[config.mk]
export PLATFORM = sky130hd
export DESIGN_NAME = demodOutputTop
export DESIGN_NICKNAME = d
export VERILOG_FILES = /design/src/demodRegPkg.sv /design/src/demodSignalPkg.sv /design/src/demodRegs.sv /design/src/symbolInputStage.sv /design/src/modeSelectStage.sv /design/src/dacOutputStage.sv /design/src/demodOutputTop.sv
export SDC_FILE = /design/constraint.sdc
export NUM_CORES = 1
export LEC_CHECK = 0
export BUFFER_PORTS_ARGS = -buffer_cell sky130_fd_sc_hd__buf_2
export CAP_MARGIN = 25
export CORE_MARGIN = 5
export CORE_UTILIZATION = 49
export DETAILED_ROUTE_END_ITERATION = 8
export HOLD_SLACK_MARGIN = 0.1
export PLACE_DENSITY = 0.78
export SKIP_LAST_GASP = 1
export SYNTH_ARGS = -nofsm -noshare
export SYNTH_HDL_FRONTEND = slang
export SYNTH_SLANG_ARGS = --single-unit
[constraint.sdc]
create_clock -name clk -period 6.6 [get_ports clk]
set_clock_uncertainty 0.05 [all_clocks]
set_input_delay 1.98 -clock clk [delete_from_list [all_inputs] [get_ports clk]]
set_output_delay 1.98 -clock clk [all_outputs]
set_load 0.1 [all_outputs]
[src/demodRegPkg.sv]
/*
 * Demodulator register map
 * APB widths, register offsets, version word and counter type
 */
package demodRegPkg;

    //********************************************************************
    // Bus widths
    //********************************************************************

    // Byte address, one 32-bit word per register
    typedef logic [11:0] apbAddrT;
    typedef logic [31:0] apbDataT;

    // Free-running clock counter and its sampled copy
    typedef logic [31:0] clockCountT;

    //********************************************************************
    // Register offsets
    //********************************************************************

    localparam apbAddrT VERSION_ADDR = 12'h000;
    localparam apbAddrT CLOCK_ADDR   = 12'h004;
    localparam apbAddrT MODE_ADDR    = 12'h008;

    // Returned in the upper half word of VERSION_ADDR
    localparam logic [15:0] VERSION_NUMBER = 16'h0168;

endpackage

[src/demodSignalPkg.sv]
/*
 * Demodulator signal definitions
 * Sample, symbol and DAC widths plus the demodulation mode encoding
 */
package demodSignalPkg;

    // Symbol and monitor samples, two's complement
    typedef logic signed [17:0] symSampleT;

    // Monitor DAC word
    typedef logic [13:0] dacWordT;

    // Monitor DAC channels
    localparam int NUM_DACS = 3;

    // Low sample bits dropped when forming a DAC word
    localparam int DAC_LSB_DROP = 4;

    // Demodulation mode, matches the legacy encoding
    typedef enum logic [4:0] {
        MODE_FM         = 5'd0,
        MODE_2FSK       = 5'd1,
        MODE_PCMTRELLIS = 5'd2,
        MODE_SOQPSK     = 5'd3,
        MODE_MULTIH     = 5'd4
    } demodModeT;

endpackage

[src/demodRegs.sv]
/*
 * Demodulator control registers on an APB slave
 * Version word, restartable clock counter and demodulation mode
 */
module demodRegs (
    input  logic                      clk,
    input  logic                      clockCounterEn,
    input  demodRegPkg::apbAddrT      paddr,
    input  logic                      psel,
    input  logic                      penable,
    input  logic                      pwrite,
    input  demodRegPkg::apbDataT      pwdata,
    output demodRegPkg::apbDataT      prdata,
    output logic                      pready,
    output logic                      pslverr,
    output demodSignalPkg::demodModeT demodMode
);
    import demodRegPkg::*;
    import demodSignalPkg::*;

    logic       setupCycle;
    logic       accessCycle;
    logic       addrValid;
    logic       clockWrite;
    logic       clockSample;
    logic       modeWrite;
    clockCountT clockCounter;
    clockCountT clockHold;

    //********************************************************************
    // Address decode
    //********************************************************************

    assign setupCycle  = psel && !penable;
    assign accessCycle = psel && penable;
    assign addrValid   = (paddr == VERSION_ADDR) || (paddr == CLOCK_ADDR) ||
                         (paddr == MODE_ADDR);

    // Writes complete at the access cycle edge, no wait states
    assign clockWrite = accessCycle && pwrite && (paddr == CLOCK_ADDR);
    assign modeWrite  = accessCycle && pwrite && (paddr == MODE_ADDR);

    // Count is captured on the setup edge of any CLOCK_ADDR access
    assign clockSample = setupCycle && (paddr == CLOCK_ADDR);

    assign pready  = 1'b1;
    assign pslverr = accessCycle && !addrValid;

    //********************************************************************
    // Registers
    //********************************************************************

    always_ff @(posedge clk or posedge clockCounterEn) begin
        if (clockCounterEn) begin
            clockCounter <= '0;
            clockHold    <= '0;
            demodMode    <= MODE_FM;
        end else begin
            if (clockWrite) begin
                clockCounter <= '0;
            end else begin
                clockCounter <= clockCounter + clockCountT'(1);
            end
            if (clockSample) begin
                clockHold <= clockCounter;
            end
            // New mode reaches the stages in the cycle after the write
            if (modeWrite) begin
                demodMode <= demodModeT'(pwdata[$bits(demodModeT)-1:0]);
            end
        end
    end

    // Read data
    always_comb begin
        prdata = '0;
        if (psel && !pwrite) begin
            case (paddr)
                VERSION_ADDR: prdata = {VERSION_NUMBER, 16'h0000};
                CLOCK_ADDR:   prdata = clockHold;
                MODE_ADDR:    prdata = apbDataT'(demodMode);
                default:      prdata = '0;
            endcase
        end
    end

    // Master must open every transfer with a setup cycle
    assert property (@(posedge clk) disable iff (clockCounterEn) penable |-> psel)
        else $error("APB penable high without psel");

endmodule

[src/symbolInputStage.sv]
/*
 * Pipeline stage 1, registers the legacy and multi-h symbol streams
 * and drives the mode-gated symbol feed into the multi-h carrier loop
 */
module symbolInputStage (
    input  logic                      clk,
    input  logic                      clockCounterEn,
    input  demodSignalPkg::demodModeT demodMode,
    // Legacy demodulator
    input  logic                      legacySymEn, legacySym2xEn, legacyTrellisSync,
    input  demodSignalPkg::symSampleT iLegacySym, qLegacySym,
    input  logic                      iBit, qBit, bitsyncLock, carrierLock,
    // Multi-h carrier loop
    input  logic                      multihLoopEn, multihLoop2xEn,
    input  demodSignalPkg::symSampleT iMultihLoop, qMultihLoop,
    input  logic                      multihDemodLock,
    // DAC candidates
    input  logic                      legacyDacSync [demodSignalPkg::NUM_DACS],
    input  demodSignalPkg::symSampleT legacyDacData [demodSignalPkg::NUM_DACS],
    input  logic                      multihDacSync [demodSignalPkg::NUM_DACS],
    input  logic                      multihDacEn [demodSignalPkg::NUM_DACS],
    input  demodSignalPkg::symSampleT multihDacData [demodSignalPkg::NUM_DACS],
    // Registered copies
    output logic                      legacySymEnR, legacySym2xEnR, legacyTrellisSyncR,
    output demodSignalPkg::symSampleT iLegacySymR, qLegacySymR,
    output logic                      iBitR, qBitR, bitsyncLockR, carrierLockR,
    output logic                      multihLoopEnR, multihLoop2xEnR,
    output demodSignalPkg::symSampleT iMultihLoopR, qMultihLoopR,
    output logic                      multihDemodLockR,
    output logic                      legacyDacSyncR [demodSignalPkg::NUM_DACS],
    output demodSignalPkg::symSampleT legacyDacDataR [demodSignalPkg::NUM_DACS],
    output logic                      multihDacSyncR [demodSignalPkg::NUM_DACS],
    output logic                      multihDacEnR [demodSignalPkg::NUM_DACS],
    output demodSignalPkg::symSampleT multihDacDataR [demodSignalPkg::NUM_DACS],
    // Feed into the multi-h loop
    output logic                      multihSymEn, multihSym2xEn,
    output demodSignalPkg::symSampleT iMultihIn, qMultihIn
);
    import demodSignalPkg::*;

    logic multihMode;

    assign multihMode = (demodMode == MODE_MULTIH);

    // Strobes and locks
    always_ff @(posedge clk or posedge clockCounterEn) begin
        if (clockCounterEn) begin
            legacySymEnR       <= 1'b0;
            legacySym2xEnR     <= 1'b0;
            legacyTrellisSyncR <= 1'b0;
            bitsyncLockR       <= 1'b0;
            carrierLockR       <= 1'b0;
            multihLoopEnR      <= 1'b0;
            multihLoop2xEnR    <= 1'b0;
            multihDemodLockR   <= 1'b0;
            legacyDacSyncR     <= '{default: 1'b0};
            multihDacSyncR     <= '{default: 1'b0};
            multihDacEnR       <= '{default: 1'b0};
            multihSymEn        <= 1'b0;
            multihSym2xEn      <= 1'b0;
        end else begin
            legacySymEnR       <= legacySymEn;
            legacySym2xEnR     <= legacySym2xEn;
            legacyTrellisSyncR <= legacyTrellisSync;
            bitsyncLockR       <= bitsyncLock;
            carrierLockR       <= carrierLock;
            multihLoopEnR      <= multihLoopEn;
            multihLoop2xEnR    <= multihLoop2xEn;
            multihDemodLockR   <= multihDemodLock;
            legacyDacSyncR     <= legacyDacSync;
            multihDacSyncR     <= multihDacSync;
            multihDacEnR       <= multihDacEn;
            // Loop only sees symbol strobes in multi-h mode
            multihSymEn        <= legacyTrellisSync && multihMode;
            multihSym2xEn      <= legacySym2xEn && multihMode;
        end
    end

    // Samples and bits
    always_ff @(posedge clk) begin
        iLegacySymR    <= iLegacySym;
        qLegacySymR    <= qLegacySym;
        iBitR          <= iBit;
        qBitR          <= qBit;
        iMultihLoopR   <= iMultihLoop;
        qMultihLoopR   <= qMultihLoop;
        legacyDacDataR <= legacyDacData;
        multihDacDataR <= multihDacData;
        // Trellis samples go to the loop ungated
        iMultihIn      <= iLegacySym;
        qMultihIn      <= qLegacySym;
    end

endmodule

[src/modeSelectStage.sv]
/*
 * Pipeline stage 2, picks trellis, data bit and lock outputs
 * from the legacy or multi-h source according to the mode
 */
module modeSelectStage (
    input  logic                      clk,
    input  logic                      clockCounterEn,
    input  demodSignalPkg::demodModeT demodMode,
    input  logic                      legacySymEnR, legacySym2xEnR, legacyTrellisSyncR,
    input  demodSignalPkg::symSampleT iLegacySymR, qLegacySymR,
    input  logic                      iBitR, qBitR, bitsyncLockR, carrierLockR,
    input  logic                      multihLoopEnR, multihLoop2xEnR,
    input  demodSignalPkg::symSampleT iMultihLoopR, qMultihLoopR,
    input  logic                      multihDemodLockR,
    output logic                      trellisSymEn, trellisSym2xEn,
    output demodSignalPkg::symSampleT iTrellis, qTrellis,
    output logic                      legacyBit,
    output logic                      iData, qData,
    output logic                      dataSymEn, dataSym2xEn,
    output logic                      bsyncNLock, demodNLock
);
    import demodSignalPkg::*;

    logic multihMode;
    logic fmModes;

    assign multihMode = (demodMode == MODE_MULTIH);
    // FSK style modes deliver iBit with the opposite sense
    assign fmModes    = (demodMode == MODE_FM) || (demodMode == MODE_2FSK);

    //********************************************************************
    // Strobes and lock indicators
    //********************************************************************

    always_ff @(posedge clk or posedge clockCounterEn) begin
        if (clockCounterEn) begin
            trellisSymEn   <= 1'b0;
            trellisSym2xEn <= 1'b0;
            dataSymEn      <= 1'b0;
            dataSym2xEn    <= 1'b0;
            bsyncNLock     <= 1'b1;
            demodNLock     <= 1'b1;
        end else begin
            trellisSymEn   <= multihMode ? multihLoopEnR : legacyTrellisSyncR;
            trellisSym2xEn <= multihMode ? multihLoop2xEnR : legacySym2xEnR;
            dataSymEn      <= legacySymEnR;
            dataSym2xEn    <= legacySym2xEnR;
            bsyncNLock     <= !bitsyncLockR;
            demodNLock     <= multihMode ? !multihDemodLockR : !carrierLockR;
        end
    end

    // Trellis samples and data bits
    always_ff @(posedge clk) begin
        iTrellis  <= multihMode ? iMultihLoopR : iLegacySymR;
        qTrellis  <= multihMode ? qMultihLoopR : qLegacySymR;
        legacyBit <= iBitR;
        iData     <= fmModes ? !iBitR : iBitR;
        qData     <= qBitR;
    end

    // Mode register must only ever hold a defined encoding
    assert property (@(posedge clk) disable iff (clockCounterEn)
        demodMode inside {MODE_FM, MODE_2FSK, MODE_PCMTRELLIS, MODE_SOQPSK, MODE_MULTIH})
        else $error("Undefined demodulation mode %0d", demodMode);

endmodule

[src/dacOutputStage.sv]
/*
 * Pipeline stage 3, selects each monitor DAC source, truncates
 * the sample to a DAC word and holds it between sync strobes
 */
module dacOutputStage (
    input  logic                      clk,
    input  logic                      clockCounterEn,
    input  demodSignalPkg::demodModeT demodMode,
    input  logic                      legacyDacSyncR [demodSignalPkg::NUM_DACS],
    input  demodSignalPkg::symSampleT legacyDacDataR [demodSignalPkg::NUM_DACS],
    input  logic                      multihDacSyncR [demodSignalPkg::NUM_DACS],
    input  logic                      multihDacEnR [demodSignalPkg::NUM_DACS],
    input  demodSignalPkg::symSampleT multihDacDataR [demodSignalPkg::NUM_DACS],
    output logic                      dacSync [demodSignalPkg::NUM_DACS],
    output demodSignalPkg::dacWordT   dacData [demodSignalPkg::NUM_DACS]
);
    import demodSignalPkg::*;

    logic      multihMode;
    logic      useMultih [NUM_DACS];
    symSampleT selData [NUM_DACS];

    assign multihMode = (demodMode == MODE_MULTIH);

    // Multi-h drives a channel only when it claims it in multi-h mode
    always_comb begin
        for (int i = 0; i < NUM_DACS; i++) begin
            useMultih[i] = multihMode && multihDacEnR[i];
        end
    end

    //********************************************************************
    // Source select, then sync-enabled hold
    //********************************************************************

    always_ff @(posedge clk) begin
        for (int i = 0; i < NUM_DACS; i++) begin
            selData[i] <= useMultih[i] ? multihDacDataR[i] : legacyDacDataR[i];
        end
    end

    always_ff @(posedge clk or posedge clockCounterEn) begin
        if (clockCounterEn) begin
            dacSync <= '{default: 1'b0};
            dacData <= '{default: '0};
        end else begin
            for (int i = 0; i < NUM_DACS; i++) begin
                dacSync[i] <= useMultih[i] ? multihDacSyncR[i] : legacyDacSyncR[i];
                // Keep the top 14 bits of the sample
                if (dacSync[i]) begin
                    dacData[i] <= selData[i][DAC_LSB_DROP +: $bits(dacWordT)];
                end
            end
        end
    end

    // Word may only change two edges after the channel's selected stage-1 sync
    for (genvar i = 0; i < NUM_DACS; i++) begin : gHoldCheck
        assert property (@(posedge clk) disable iff (clockCounterEn)
            !$stable(dacData[i]) |->
                $past((multihMode && multihDacEnR[i]) ? multihDacSyncR[i]
                                                      : legacyDacSyncR[i], 2))
            else $error("DAC %0d word changed without a selected sync", i);
    end

endmodule

[src/demodOutputTop.sv]
/*
 * Demodulator output and control section, register block
 * feeding the input, mode-select and DAC pipeline stages
 */
module demodOutputTop (
    input  logic                      clk,
    input  logic                      clockCounterEn,
    // APB
    input  demodRegPkg::apbAddrT      paddr,
    input  logic                      psel, penable, pwrite,
    input  demodRegPkg::apbDataT      pwdata,
    output demodRegPkg::apbDataT      prdata,
    output logic                      pready, pslverr,
    output demodSignalPkg::demodModeT demodMode,
    // Legacy demodulator
    input  logic                      legacySymEn, legacySym2xEn, legacyTrellisSync,
    input  demodSignalPkg::symSampleT iLegacySym, qLegacySym,
    input  logic                      iBit, qBit, bitsyncLock, carrierLock,
    // Multi-h carrier loop
    input  logic                      multihLoopEn, multihLoop2xEn,
    input  demodSignalPkg::symSampleT iMultihLoop, qMultihLoop,
    input  logic                      multihDemodLock,
    // DAC candidates
    input  logic                      legacyDacSync [demodSignalPkg::NUM_DACS],
    input  demodSignalPkg::symSampleT legacyDacData [demodSignalPkg::NUM_DACS],
    input  logic                      multihDacSync [demodSignalPkg::NUM_DACS],
    input  logic                      multihDacEn [demodSignalPkg::NUM_DACS],
    input  demodSignalPkg::symSampleT multihDacData [demodSignalPkg::NUM_DACS],
    // Outputs
    output logic                      multihSymEn, multihSym2xEn,
    output demodSignalPkg::symSampleT iMultihIn, qMultihIn,
    output logic                      trellisSymEn, trellisSym2xEn,
    output demodSignalPkg::symSampleT iTrellis, qTrellis,
    output logic                      legacyBit, iData, qData,
    output logic                      dataSymEn, dataSym2xEn,
    output logic                      bsyncNLock, demodNLock,
    output logic                      dacSync [demodSignalPkg::NUM_DACS],
    output demodSignalPkg::dacWordT   dacData [demodSignalPkg::NUM_DACS]
);
    import demodSignalPkg::*;

    // Stage 1 to stage 2
    logic      legacySymEnR, legacySym2xEnR, legacyTrellisSyncR;
    symSampleT iLegacySymR, qLegacySymR;
    logic      iBitR, qBitR, bitsyncLockR, carrierLockR;
    logic      multihLoopEnR, multihLoop2xEnR;
    symSampleT iMultihLoopR, qMultihLoopR;
    logic      multihDemodLockR;

    // Stage 1 to stage 3
    logic      legacyDacSyncR [NUM_DACS];
    symSampleT legacyDacDataR [NUM_DACS];
    logic      multihDacSyncR [NUM_DACS];
    logic      multihDacEnR [NUM_DACS];
    symSampleT multihDacDataR [NUM_DACS];

    demodRegs i_demodRegs (.*);

    symbolInputStage i_symbolInputStage (.*);

    modeSelectStage i_modeSelectStage (.*);

    dacOutputStage i_dacOutputStage (.*);

endmodule

# Yosys cells after proc, flatten, opt, wreduce, memory -nomap -nowiden
# Memory sizes are Yosys's and may differ from the RTL's. A register that Yosys moved wholly into a read port is not among the register bits.
# Index checks and enable logic that the tools add are counted.
dict set report word_totals {
  regBits 318
  ramBits 54
  inputBits 248
  output_inout_bits 167
  word_cells 94
  mem_count 1
}
# memory depth word_bits read_ports rd_ports_with_merged_regs write_ports line_no
set mem_list {}
lappend mem_list {i_dacOutputStage.selData 3 18 3 3 3 dacOutputStage.sv:21} ;# symSampleT selData [NUM_DACS];
dict set report classes {
  n_addsub 1
  eq_ne 4
  mux 15
  n_reduce_logical 25
}
# op n
set ops {}
lappend ops {{$pmux W32 S3} 1}
lappend ops {{$mux W18} 5}
lappend ops {{$mux W32} 2}
lappend ops {{$add A32 B1 Y32 const B} 1}
lappend ops {{$logic_and A1 B1 Y1} 13}
lappend ops {{$eq A12 B3 Y1 const B} 1}
lappend ops {{$eq A12 B4 Y1 const B} 1}
lappend ops {{$logic_not A12 Y1} 1}
lappend ops {{$logic_not A1 Y1} 7}
lappend ops {{$mux W1} 7}
lappend ops {{$eq A5 B1 Y1 const B} 1}
lappend ops {{$eq A5 B3 Y1 const B} 1}
lappend ops {{$logic_not A5 Y1} 1}
lappend ops {{$logic_or A1 B1 Y1} 3}

# Logic depth before layout (Yosys ltp)
dict set report logic_depth {
  word_depth 5
  ltp_mapped 6
  mapped_depth_nobuf 5
}

# By module
# Synthesis repeated with hierarchy kept, for this count alone.
dict set report hier_totals {
  hier_cells 840
  hier_area_um2 12518.3
}
# mod n_inst cells_per_inst area_per_inst_um2 seq_area_each_um2
set by_module_without_submodules {}
lappend by_module_without_submodules {symbolInputStage 1 241 4418.0 4119.0}
lappend by_module_without_submodules {demodRegs 1 320 3427.0 1726.7}
lappend by_module_without_submodules {dacOutputStage 1 185 3195.6 1966.9}
lappend by_module_without_submodules {modeSelectStage 1 94 1477.7 933.4}

# Worst setup path before layout
# Ideal clock, no wire load.
dict set report synth_path {
  path_kind {input-to-output}
  startpoint {input paddr[5]}
  endpoint {output prdata[1]}
  arrival_ns 4.356
  required_ns 4.570
  slack_ns 0.214
  stages 5
  n_path_buf 1
  cell_sequence {nor4_1 and3_1 clkbuf_1 a22oi_1 nor2_1}
}
dict set report synth_via {
  elab_chain_len 3
  elab_cells_between_ends 5
  cone_classes {eq/ne: 2; mux: 2; reduce/logical: 1}
}
# item line_no
set synth_rtl {}
lappend synth_rtl {{start: declaration} demodOutputTop.sv:9} ;# input demodRegPkg::apbAddrT paddr,
lappend synth_rtl {{$eq A12 B4 Y1 (tied with other cells)} demodRegs.sv:78} ;# case (paddr)
lappend synth_rtl {{$pmux W32 S3 *} demodRegs.sv:78}
lappend synth_rtl {{$mux W32 *} demodRegs.sv:77} ;# if (psel && !pwrite) begin
lappend synth_rtl {{end: declaration} demodOutputTop.sv:12} ;# output demodRegPkg::apbDataT prdata,
# Mark *: on every way between the ends. The rest lies on a longest branch, timed or not.

# Final worst setup path
dict set report layout_path {
  startpoint {input paddr[9]}
  endpoint {output prdata[6]}
}
# The elaborated chain is that of the path after synthesis.

==> summary.md <==
* 0.01151 mm² — Synth Cell Area
* no — RSZ-0062 raised after global routing
* 30.90% — Area Overhead vs Synth
* built — TritonCTS clock tree
* 18.05 µm — per-cell routed wire length
* 6105 ps — post-layout minimum cycle time
* 1408 — number of nets at the end of the flow
* 108 — maximum number of pins on one net before global-route repair
* 0.02272 — compound-gate portion of the synthesized area
* 0 — number of warnings reported in the yosys synthesis log
* 4070 ps — arrival time at the worst endpoint
* 0.4158 — share of the synthesized area in the top cell type
* 415 — Ports
* 778 — number of standard cells after synthesis
* 4 — length in cells of the worst reg-to-reg path
* 0.01218 — Synth Area in XOR/XNOR
* output pin — endpoint class of the critical path
* 796.7 ps — transition time of the tightest slew-check pin
* sky130_fd_sc_hd__nor4_1 — cell at the slowest stage of the critical path
* 0.02665 mm² — Die Area
* 0 — hold buffers post-CTS
* 5.326 mW — Pwr Total
* buf_2 -> nor4_1 -> and3_1 -> buf_4 -> and3_1 -> buf_2 — cell-by-cell trace of the critical path
* 60 ps — clock-pin slew on the worst setup and hold paths
* 0 — remaining global-route overflow
* 0.8175 — Placer Congestion
* 7355 — vias
* 1436 — cell count after placement
* 163.2 µm — Die Span Y
* paddr[9] — start point of the critical path
* 6 — antenna violations before repair
* 520 ps — insertion delay of the later-clocked pin in the worst-skew pair
* sky130_fd_sc_hd__dfxtp_1 — post-synth top area cell
* 0 — buffers inserted during post-CTS setup optimization
* 378 — Yosys reg bits
* 56 — Site Rows
* 4.861 — number of vias per cell after detailed routing
* input pin — element type at the critical path start
* 163.8 MHz — max frequency
* 0 — number of cells upsized or downsized after cts
* 0 — antenna viol nets, final
* 559.5 ps — worst slack after detailed placement
* multiplexers — combinational family with the most area after synthesis
* reg2reg — path class of the lowest-slack min-delay path
* 1741 — fill count
* 14.79 µm² — post-synthesis area per instance
* 3 — maximum count of clock buffers along a single path
* 9611 µm — Met1 Wirelength
* i_dacOutputStage.selData[0][16]$_DFF_P_ — Reg-to-Reg End
* 0.07198 — Synth Area in Simple Gates
* i_demodRegs.demodMode[4]$_DFFE_PP0P_ — Worst R2R Start
* 0 — number of synthesized flops with an enable pin
* 1513 — Final Non-Filler Cells
* i_modeSelectStage.qData$_DFF_P_ — Hold Path End
* 0 ps — setup total negative slack
* 24 — largest fanout on the critical path
* 495.4 ps — worst path setup slack after routing
* 163.2 µm — width of the chip
* 302 — initial DRC count
* 0.4640 — Rel. slew slack
* met5 — topmost layer with routed signal wires
* 0.4932 — Initial Util
* 0 — drt drc
* 0.2020 — GRT Total Usage
* 0.3677 — proportion of synthesized flip-flops having asynchronous set or reset
* 19140 µm — HPWL after detailed placement
* 0 — total count of max-transition violations in the final report
* 1027 — post-synth net total
* i_symbolInputStage.qBitR$_DFF_P_ — min-delay src
* sky130_fd_sc_hd__dfxtp_1 (42%), sky130_fd_sc_hd__dfrtp_1 (30%), sky130_fd_sc_hd__mux2_2 (16%) — largest cells by area after synthesis
* 0.01506 mm² — Final Instance Area
* 4 — length of the first detailed-routing pass in iterations
* 3990 ps — worst setup slack for register-to-register paths
* 0.9249 — period utilisation layout
* 7.102 nW — Static Leakage
* 0 — Setup Viol. Count Final
* 2103 µm — met3 routed wirelength
* 4570 ps — worst endpoint required time
* in2out — type of the setup path with the least slack
* 0.5105 — proportion of layout cells with a drive suffix above 1
* finished, final reports clean — result of the run
* 378 — Num Clock Sinks
* 0.01367 mm² — total cell area at the placement stage
* 0 — cell depth of the worst min-delay path
* 38 — total CTS buffers
* 0.2897 mV — maximum vdd drop
* 0.001087 — adder-cell share of the synthesized area
* 0 — final hold violation count
* 353.6 mW/mm² — power per cell area
* 7941 — via count of the first global-routing pass
* 640 ps — worst stage delay on the critical path
* 48 — count of unique library cells instantiated by Yosys
* 2 — H-tree Lvls
* 0.1594 — multiplexer share of the synthesized area
* 42450 µm — global-route wire length before repair
* 0.7183 — sequential element share of the synthesized area
* 362 — # port buffers
* 14800 µm — routed wl met2
* 27310 µm — WL final
* 0 — maxcap violations
* 0.02333 mm² — CORE AREA
* sky130_fd_sc_hd__dfxtp_1 — most common flop cell mapped by yosys
* sky130_fd_sc_hd__clkbuf_16 — root buffer selected by CTS
[per-layer routing]
metal  vias up  global-route usage
met5         -                   0
met4         2             0.07587
met3        53             0.06435
met2       275              0.3630
met1      3525              0.2236
li1       3500                   -
[worst max path at each step]
stage	cells past startpoint	to	slack, ps
6_report	6	prdata[6]	500
5_1_grt	6	prdata[6]	340
4_1_cts	6	prdata[6]	540
3_5_place_dp	6	prdata[6]	560
3_3_place_gp	6	prdata[5]	610
2_1_floorplan	5	prdata[1]	210
[synth_stat cells (all sizes together) (2+ instances only)]
cell type,count
and2,5
or2,2
nor3,4
a22oi,5
dfxtp,239
inv,10
xnor2,12
and3,28
buf,4
or3,4
o31ai,10
o41ai,2
nor4b,2
or4,11
nand2,13
nor2,23
nand4,13
and4,2
nor4,11
dfstp,2
a21oi,18
nand4bb,2
xor2,4
nand3,16
mux2,162
clkbuf,25
dfrtp,137
[power by group]
part           total, mW  internal, mW  leakage [nW]  switching [mW]
clock network       2.21          1.34         0.664           0.871
logic              0.623         0.132          2.66           0.491
registers           2.50          2.42          3.78          0.0737
[cell type report]
cell class                      instances  area, µm²  area share
Sequential cell                       378       8265      0.5487
Clock buffer                           53       1140     0.07567
Clock inverter                         17      187.7     0.01246
Timing Repair Buffer                  370       1927      0.1279
Multi-Input combinational cell        361       3089      0.2051
Tap cell                              319      399.1     0.02650
Inverter                               10      42.54    0.002824
Antenna cell                            5      12.51   0.0008306
[flip-flops by register name (all words and copies together), names as in the netlist, 3 cells and up]
signal,count
i_demodRegs.clockCounter,32
i_symbolInputStage.qMultihIn,18
i_modeSelectStage.iTrellis,18
i_dacOutputStage.dacData,42
i_demodRegs.clockHold,32
i_modeSelectStage.qTrellis,18
i_demodRegs.demodMode,5
i_symbolInputStage.legacyDacSyncR,3
i_symbolInputStage.multihDacDataR,42
i_dacOutputStage.dacSync,3
i_symbolInputStage.qMultihLoopR,18
i_symbolInputStage.legacyDacDataR,42
i_symbolInputStage.iMultihLoopR,18
i_symbolInputStage.iLegacySymR,18
i_symbolInputStage.multihDacSyncR,3
i_dacOutputStage.selData,42
i_symbolInputStage.multihDacEnR,3
[metrics by stage]
stage / hold WS, ps / util
floorplan: 259.6 / -
global placement: 260.5 / 0.5858
detailed placement: 289.6 / 0.5858
CTS: 302.8 / 0.6427
global route: 309.0 / 0.6456
finish: 298.6 / 0.6456
[logic make-up (layout without fill, tap and decap cells)]
family | after synthesis | in the layout
adders and majority gates | 1 | 1
DFF | 378 | 378
muxes | 163 | 163
AOI/OAI and AO/OA | 40 | 40
and+or+nand+nor | 140 | 140
other | 1 | 6
xor gates and xnor gates | 16 | 16
buffers and inverters | 39 | 450
[worst max-delay path, delay by kind of cell]
kind                   cells  cell delay [ps]
AND/OR/NAND/NOR            3             1270
buffers and inverters      3              800
[placed cells by master, fill, tap and decap left out, types with 10 or more instances in the layout]
cell	n
sky130_fd_sc_hd__nor4_1	10
sky130_fd_sc_hd__dfxtp_1	239
sky130_fd_sc_hd__o31ai_1	10
sky130_fd_sc_hd__mux2_2	162
sky130_fd_sc_hd__or4_1	10
sky130_fd_sc_hd__clkbuf_16	40
sky130_fd_sc_hd__xnor2_1	12
sky130_fd_sc_hd__a21oi_1	18
sky130_fd_sc_hd__and3_1	28
sky130_fd_sc_hd__nand4_1	12
sky130_fd_sc_hd__nand2_1	13
sky130_fd_sc_hd__nor2_1	23
sky130_fd_sc_hd__dfrtp_1	137
sky130_fd_sc_hd__nand3_1	15
sky130_fd_sc_hd__buf_2	361
No activity file was read; power rests on OpenSTA's default activity.
